<file path="src/efi_pkg.sv">
package efi_pkg;

    // Stream and word widths
    localparam int DATA_WIDTH = 32;
    localparam int DEST_WIDTH = 8;

    // The argument buffer depth is a power of two so the pointers wrap by themselves
    localparam int BUF_DEPTH = 4;
    localparam int BUF_PTR_WIDTH = $clog2(BUF_DEPTH);
    localparam int BUF_CNT_WIDTH = $clog2(BUF_DEPTH + 1);

    // One quotient bit per divide step
    localparam int DIV_STEPS = 25;
    localparam int STEP_CNT_WIDTH = $clog2(DIV_STEPS + 1);

    // Single precision field widths
    localparam int EXP_WIDTH = 8;
    localparam int FRAC_WIDTH = 23;
    localparam int MANT_WIDTH = FRAC_WIDTH + 1;
    localparam int QUOT_WIDTH = DIV_STEPS;

    // The divider starts from the top 24 bits of 2**47, which equal 2**23
    localparam logic [QUOT_WIDTH-1:0] DIV_REM_INIT = QUOT_WIDTH'(1) << FRAC_WIDTH;

    // Result exponents before the operand exponent is subtracted
    localparam logic [EXP_WIDTH-1:0] RECIP_EXP_POW2 = 8'd254;
    localparam logic [EXP_WIDTH-1:0] RECIP_EXP = 8'd253;
    localparam logic [EXP_WIDTH-1:0] EXP_ALL_ONES = 8'hFF;

    localparam logic [DATA_WIDTH-1:0] CANONICAL_NAN = 32'h7FC00000;

    // One word on either stream
    typedef struct packed {
        logic [DATA_WIDTH-1:0] data;
        logic [DEST_WIDTH-1:0] dest;
        logic                  last;
    } efi_word_t;

    // Fields of a single precision operand
    typedef struct packed {
        logic                  sign;
        logic [EXP_WIDTH-1:0]  exp;
        logic [FRAC_WIDTH-1:0] frac;
    } fp32_t;

    typedef enum logic [2:0] {
        ST_IDLE,
        ST_LOAD,
        ST_DIVIDE,
        ST_PACK,
        ST_SEND
    } recip_state_e;

    typedef enum logic [1:0] {
        FC_NORMAL,
        FC_ZERO,
        FC_INF,
        FC_NAN
    } fclass_e;

endpackage

</file>
<file path="src/efi_arg_buffer.sv">
`timescale 1ns/1ps

module efi_arg_buffer import efi_pkg::*; (
    input  logic      clock,
    input  logic      rst,
    input  efi_word_t arg,
    input  logic      arg_valid,
    output logic      arg_ready,
    input  logic      pop,
    output efi_word_t head,
    output logic      head_valid
);

    efi_word_t mem [BUF_DEPTH];

    logic [BUF_PTR_WIDTH-1:0] wr_ptr;
    logic [BUF_PTR_WIDTH-1:0] rd_ptr;
    logic [BUF_CNT_WIDTH-1:0] count;

    logic push_en;
    logic pop_en;

    assign arg_ready = count < BUF_CNT_WIDTH'(BUF_DEPTH);
    assign head_valid = count != '0;
    assign head = mem[rd_ptr];

    assign push_en = arg_valid && arg_ready;
    // A pop on an empty buffer would corrupt the count, so it is ignored
    assign pop_en = pop && head_valid;

    always_ff @(posedge clock) begin
        if (push_en) begin
            mem[wr_ptr] <= arg;
        end
    end

    always_ff @(posedge clock) begin
        if (rst) begin
            wr_ptr <= '0;
            rd_ptr <= '0;
            count <= '0;
        end else begin
            if (push_en) begin
                wr_ptr <= wr_ptr + 1'b1;
            end
            if (pop_en) begin
                rd_ptr <= rd_ptr + 1'b1;
            end
            // Push and pop together leave the occupancy where it was
            case ({push_en, pop_en})
                2'b10: count <= count + 1'b1;
                2'b01: count <= count - 1'b1;
                default: count <= count;
            endcase
        end
    end

endmodule

</file>
<file path="src/efi_float_unit.sv">
`timescale 1ns/1ps

module efi_float_unit import efi_pkg::*; (
    input  logic                  clock,
    input  logic                  rst,
    input  efi_word_t             head,
    input  logic                  load,
    input  logic                  pack,
    input  logic [QUOT_WIDTH-1:0] quot,
    output logic [MANT_WIDTH-1:0] mant,
    output efi_word_t             res
);

    fp32_t   op;
    fclass_e op_class;

    fclass_e               cls_q;
    logic                  sign_q;
    logic [EXP_WIDTH-1:0]  exp_q;
    logic [DEST_WIDTH-1:0] dest_q;
    logic                  last_q;

    logic [EXP_WIDTH-1:0]  exp_base;
    logic [DATA_WIDTH-1:0] res_data;

    assign op = fp32_t'(head.data);

    // The divider captures this in the same cycle as load
    assign mant = {1'b1, op.frac};

    always_comb begin
        if (op.exp == '0) begin
            op_class = FC_ZERO;
        end else if (op.exp == EXP_ALL_ONES) begin
            op_class = (op.frac == '0) ? FC_INF : FC_NAN;
        end else begin
            op_class = FC_NORMAL;
        end
    end

    always_ff @(posedge clock) begin
        if (rst) begin
            cls_q <= FC_ZERO;
        end else if (load) begin
            cls_q <= op_class;
        end
    end

    always_ff @(posedge clock) begin
        if (load) begin
            sign_q <= op.sign;
            exp_q <= op.exp;
            dest_q <= head.dest;
            last_q <= head.last;
        end
    end

    // Quotient bit 24 is set only for a mantissa of exactly 2**23
    assign exp_base = quot[QUOT_WIDTH-1] ? RECIP_EXP_POW2 : RECIP_EXP;

    always_comb begin
        case (cls_q)
            FC_NAN: res_data = CANONICAL_NAN;
            FC_ZERO: res_data = {sign_q, EXP_ALL_ONES, {FRAC_WIDTH{1'b0}}};
            FC_INF: res_data = {sign_q, {(DATA_WIDTH - 1){1'b0}}};
            default: begin
                if (exp_q >= exp_base) begin
                    // Flush to zero when the result exponent would underflow
                    res_data = {sign_q, {(DATA_WIDTH - 1){1'b0}}};
                end else begin
                    res_data = {sign_q, exp_base - exp_q, quot[FRAC_WIDTH-1:0]};
                end
            end
        endcase
    end

    always_ff @(posedge clock) begin
        if (rst) begin
            res <= '0;
        end else if (pack) begin
            res <= '{data: res_data, dest: dest_q, last: last_q};
        end
    end

endmodule

</file>
<file path="src/efi_mant_divider.sv">
`timescale 1ns/1ps

module efi_mant_divider import efi_pkg::*; (
    input  logic                  clock,
    input  logic                  rst,
    input  logic                  load,
    input  logic                  step,
    input  logic [MANT_WIDTH-1:0] mant,
    output logic [QUOT_WIDTH-1:0] quot
);

    logic [MANT_WIDTH-1:0] divisor;
    logic [QUOT_WIDTH-1:0] rem;

    logic                  rem_ge;
    logic [QUOT_WIDTH-1:0] rem_next;

    // Restoring step: subtract only when the partial remainder covers the divisor
    assign rem_ge = rem >= {1'b0, divisor};
    assign rem_next = rem_ge ? rem - {1'b0, divisor} : rem;

    always_ff @(posedge clock) begin
        if (rst) begin
            divisor <= '0;
            rem <= '0;
            quot <= '0;
        end else if (load) begin
            divisor <= mant;
            rem <= DIV_REM_INIT;
            quot <= '0;
        end else if (step) begin
            // rem_next is below the divisor, so its top bit is always clear
            rem <= {rem_next[QUOT_WIDTH-2:0], 1'b0};
            quot <= {quot[QUOT_WIDTH-2:0], rem_ge};
        end
    end

endmodule

</file>
<file path="src/efi_recip_fsm.sv">
`timescale 1ns/1ps

module efi_recip_fsm import efi_pkg::*; (
    input  logic clock,
    input  logic rst,
    input  logic head_valid,
    input  logic count_done,
    input  logic res_ready,
    output logic pop,
    output logic load,
    output logic step,
    output logic count_start,
    output logic pack,
    output logic res_valid
);

    recip_state_e state;
    recip_state_e next_state;

    always_ff @(posedge clock) begin
        if (rst) begin
            state <= ST_IDLE;
        end else begin
            state <= next_state;
        end
    end

    always_comb begin
        next_state = state;
        case (state)
            ST_IDLE: begin
                if (head_valid) begin
                    next_state = ST_LOAD;
                end
            end
            // Operand is taken from the buffer head in this single cycle
            ST_LOAD: begin
                next_state = ST_DIVIDE;
            end
            ST_DIVIDE: begin
                if (count_done) begin
                    next_state = ST_PACK;
                end
            end
            ST_PACK: begin
                next_state = ST_SEND;
            end
            ST_SEND: begin
                if (res_ready) begin
                    next_state = ST_IDLE;
                end
            end
            default: begin
                next_state = ST_IDLE;
            end
        endcase
    end

    // Every control pulse follows from the state alone
    assign pop = state == ST_LOAD;
    assign load = state == ST_LOAD;
    assign count_start = state == ST_LOAD;
    assign step = state == ST_DIVIDE;
    assign pack = state == ST_PACK;

    // The result register is held until the consumer takes it
    assign res_valid = state == ST_SEND;

endmodule

</file>
<file path="src/efi_reciprocal.sv">
`timescale 1ns/1ps

module efi_reciprocal import efi_pkg::*; (
    input  logic      clock,
    input  logic      rst,
    input  efi_word_t arg,
    input  logic      arg_valid,
    output logic      arg_ready,
    output efi_word_t res,
    output logic      res_valid,
    input  logic      res_ready
);

    efi_word_t head;
    logic      head_valid;

    logic pop;
    logic load;
    logic step;
    logic count_start;
    logic count_done;
    logic pack;

    logic [MANT_WIDTH-1:0] mant;
    logic [QUOT_WIDTH-1:0] quot;

    // Operands queue here while an earlier one is still in the divider
    efi_arg_buffer u_arg_buffer (
        .clock      (clock),
        .rst        (rst),
        .arg        (arg),
        .arg_valid  (arg_valid),
        .arg_ready  (arg_ready),
        .pop        (pop),
        .head       (head),
        .head_valid (head_valid)
    );

    efi_recip_fsm u_recip_fsm (
        .clock       (clock),
        .rst         (rst),
        .head_valid  (head_valid),
        .count_done  (count_done),
        .res_ready   (res_ready),
        .pop         (pop),
        .load        (load),
        .step        (step),
        .count_start (count_start),
        .pack        (pack),
        .res_valid   (res_valid)
    );

    efi_step_counter u_step_counter (
        .clock (clock),
        .rst   (rst),
        .start (count_start),
        .step  (step),
        .done  (count_done)
    );

    efi_mant_divider u_mant_divider (
        .clock (clock),
        .rst   (rst),
        .load  (load),
        .step  (step),
        .mant  (mant),
        .quot  (quot)
    );

    efi_float_unit u_float_unit (
        .clock (clock),
        .rst   (rst),
        .head  (head),
        .load  (load),
        .pack  (pack),
        .quot  (quot),
        .mant  (mant),
        .res   (res)
    );

endmodule

</file>
<file path="src/efi_step_counter.sv">
`timescale 1ns/1ps

module efi_step_counter import efi_pkg::*; (
    input  logic clock,
    input  logic rst,
    input  logic start,
    input  logic step,
    output logic done
);

    logic [STEP_CNT_WIDTH-1:0] count;

    always_ff @(posedge clock) begin
        if (rst) begin
            count <= '0;
        end else if (start) begin
            count <= '0;
        end else if (step) begin
            count <= count + 1'b1;
        end
    end

    // Count holds the number of steps already taken, so the last one sees DIV_STEPS - 1
    assign done = step && (count == STEP_CNT_WIDTH'(DIV_STEPS - 1));

endmodule

</file>
<file path="config.mk">
export PLATFORM = sky130hd
export DESIGN_NAME = efi_reciprocal
export DESIGN_NICKNAME = d
export VERILOG_FILES = /design/src/efi_pkg.sv /design/src/efi_arg_buffer.sv /design/src/efi_float_unit.sv /design/src/efi_mant_divider.sv /design/src/efi_recip_fsm.sv /design/src/efi_reciprocal.sv /design/src/efi_step_counter.sv
export SDC_FILE = /design/constraint.sdc
export NUM_CORES = 1
export LEC_CHECK = 0
export ABC_CLOCK_PERIOD_IN_PS = 4000
export BUFFER_PORTS_ARGS = -buffer_cell sky130_fd_sc_hd__buf_2
export CORE_AREA = 2 2 216 218
export DETAILED_ROUTE_END_ITERATION = 8
export DIE_AREA = 0 0 218 220
export PLACE_DENSITY_LB_ADDON = 0.3
export SLEW_MARGIN = 10
export SYNTH_ARGS = -nofsm -noshare
export SYNTH_HDL_FRONTEND = slang
export SYNTH_SLANG_ARGS = --single-unit
</file>
<file path="constraint.sdc">
create_clock -name clock -period 4 [get_ports clock]
set_clock_uncertainty 0.2 [all_clocks]
set_input_delay 0.4 -clock clock [delete_from_list [all_inputs] [get_ports clock]]
set_output_delay 0.4 -clock clock [all_outputs]
set_load 0.02 [all_outputs]
</file>
==> impl_results.md <==
- Vias per cell: 4.59
- Layout cells sized above 1: 18.2%
- Status: finished, final reports clean
- Number of fillers in the final layout: 4578
- Drt initial violations: 420
- Die Ht: 220 um
- HPWL Detailed: 19100 um
- Hold WC Path Type: in2reg
- Syn_nets: 1153
- Footprint of the multi-input gates: 0.00454 mm^2
- Number of synthesized flops with an enable pin: 182
- Synth Area per Inst: 12.2 um^2
- Fmax: 0.324 GHz
- Clock tree sinks: 315
- Boundary Pins: 88
- Drt drc: 0
- Final setup fails: 0
- GR Overflow Total: 0
- Crit share post-route: 77.1%
- Top cells by area, synth: edfxtp_1, dfxtp_1, mux4_2, nand2_1, a21oi_1
- Slew Limit Fails: 0
- Worst Path Max Fanout: 9
- Seq pwr share: 32.7%
- Reg area: 0.00813 mm^2
- Distinct cells, synth: 65
- Max Cap Violations: 0
- Vias: 8453
- CTS tree: built
- Share of the synthesized area in the top cell type: 41.8%
- Setup TNS: 0 ns
- FFs w/ async S/R, synth: 0%
- Vias in the first global route: 8568
- Final-report hold violation count: 0
- DIE WIDTH: 218 um
- Clk buf depth: 3
- First-pass GRT wire length: 46400 um
- Crit end category: register
- Rows: 79
- CP Class: reg2reg
- PwrDens: 789 mW/mm^2
- Leak Pwr: 0.00550 uW
- Number of synthesized register bits: 315
- Minimum clock period: 3.08 ns
- Post-cts resize count: 0
- Max_slew headroom: 35.9%
- Int Power: 7800 uW
- Peak supply drop: 0.494 mV
- Effective utilization at floorplan: 28.5%
- TritonCTS buffer count: 36
- RSZ-0062 raised after global routing: false
- Yosys top cell by area: edfxtp_1
- Synth Flop Type: edfxtp_1
- Pin slew with the least headroom to its limit: 0.957 ns
- Port-buffer cells: 87
- Router iterations before antenna repair: 4
- Post-synthesis instance total: 1072
- Core ar.: 0.0459 mm^2
- Root Buffer: clkbuf_16
- Die Area: 0.0480 mm^2
- Worst EP arrival: 3.32 ns
- Clock transition at the registers of the reported paths: 0.06 ns
- Initial antenna violation count: 0
- Final nets: 1287
- Ys Warns: 0
- Switching power: 4660 uW
- Total GRT Usage: 12.3%
- CP Launch Type: register
- Synth-to-layout area growth: 20.8%
- Largest net degree at the start of global routing: 60
- Comb pwr share: 41.5%
- Final GP Congestion: 0.831
- Number of diodes: 0
- Clk_lat worst skew: 0.55 ns
- H-tree Lvls: 2
- ANT nets after route: 0
- CP Data Required Time: 4.24 ns
- Area of the mapped netlist: 0.0131 mm^2
- Switching Share: 37.4%
- Clock power frac: 25.8%
- Seq/Total Area, Yosys: 62.2%
- Pwr Total: 12500 uW
- Routed WL: 28800 um
- WL/cell: 15.6 um
-- critical path: stages, from the launching register on --
cell and delay [ns]:
dfxtp_1 0.32, inv_1 0.04, ha_1 0.44, nand4_2 0.20, nor4_1 0.31, a31oi_1 0.16, a31oi_2 0.25, and3_1 0.47
mux2_4 0.34, o31a_1 0.22
-- layout by cell type (no fill, tap or decap), drive strengths merged, types with 6 or more instances in the layout --
master and n:
a22oi 22, and2 8, nand2 148, clkbuf 53, nand3 10, nand2b 6, inv 46, nor4 10
a211oi 18, mux4 41, edfxtp 182, buf 111, dfxtp 133, xor2 15, xnor2 14, nor2 90
o21ai 23, ha 33, nor3 22, nand4 11, dlygate4sd3 42, a31oi 7, a21oi 111
-- worst paths after layout --
kind	cells past startpoint	to	slack (ns)	from
max	9	u_mant_divider.rem[23]	0.92	u_mant_divider.divisor[18]
max reg2reg	9	u_mant_divider.rem[23]	0.92	u_mant_divider.divisor[18]
min	2	u_arg_buffer.wr_ptr[1]	0.18	rst
min reg2reg	2	u_float_unit.res[40]	0.25	u_float_unit.res[40]
-- logic make-up (layout without fill, tap and decap cells) --
kind of cell	after synthesis	in the layout	share of synthesized area (%)
muxes	46	46	7.49
and+or+nand+nor	330	330	11.4
adders and majority gates	36	36	3.62
buffers and inverters	100	261	3.11
DFF	315	315	62.2
xor gates and xnor gates	29	29	1.94
AOI/OAI and AO/OA	216	216	10.2
-- flip-flops by register name, summed over array words and instances, names as in the netlist, named ones only --
name                    cells
u_float_unit.sign_q         1
u_step_counter.count        5
u_float_unit.last_q         1
u_arg_buffer.wr_ptr         2
u_mant_divider.rem         24
u_mant_divider.quot        25
u_arg_buffer.count          3
u_float_unit.exp_q          8
u_float_unit.res           41
u_arg_buffer.mem          164
u_recip_fsm.state           3
u_arg_buffer.rd_ptr         2
u_float_unit.cls_q          2
u_mant_divider.divisor     24
u_float_unit.dest_q         8
-- layout make-up --
cell class	instances	share of cell area (%)
Sequential cell	315	51.5
Multi-Input combinational cell	657	28.8
Timing Repair Buffer	153	6.56
Clock buffer	53	6.24
Tap cell	607	4.81
Clock inverter	12	1.07
Inverter	43	1.02
-- layer usage --
metal	GRT usage [%]	wire length (um)
met5	0	0
met4	3.79	622
met3	2.50	1080
met2	20.6	14000
met1	15.9	13100
-- metrics by stage --
stage / area [um^2] / std cells / hold slack [ns] / util (%) / setup WS (ns)
after floorplan: 13100 / 1072 / 0.232 / - / 1.18
after global placement: 14200 / 1733 / 0.241 / 31.0 / 0.940
after detailed placement: 14200 / 1733 / 0.245 / 31.0 / 0.915
after CTS: 15800 / 1840 / 0.162 / 34.4 / 0.901
after global routing: 15800 / 1840 / 0.214 / 34.4 / 0.667
final: 15800 / 1840 / 0.175 / 34.4 / 0.917
-- power groups by stage --
stage / registers [uW] / clock network, uW / logic (uW)
after CTS: 4080 / 3310 / 5220
after global routing: 4130 / 3440 / 5780
after detailed placement: 4140 / 0 / 5170
final: 4070 / 3210 / 5170
after floorplan: 4060 / 0 / 4170
after global placement: 4140 / 0 / 5170
-- synth_stat cells, types with 10 or more instances --
master,number
nor3_1,22
o21ai_0,21
dfxtp_1,133
nand4_1,10
nand2_1,148
ha_1,33
a211oi_1,17
inv_1,42
mux4_2,41
clkbuf_1,38
xnor2_1,14
nor2_1,89
a22oi_1,22
edfxtp_1,182
xor2_1,15
a21oi_1,110
nor4_1,10
-- repair_timing --
action	in CTS	in global routing
buffers inserted	0	0
hold buffers	42	0
endpoints found under the hold margin	165	0
No activity file was read; power rests on OpenSTA's default activity.
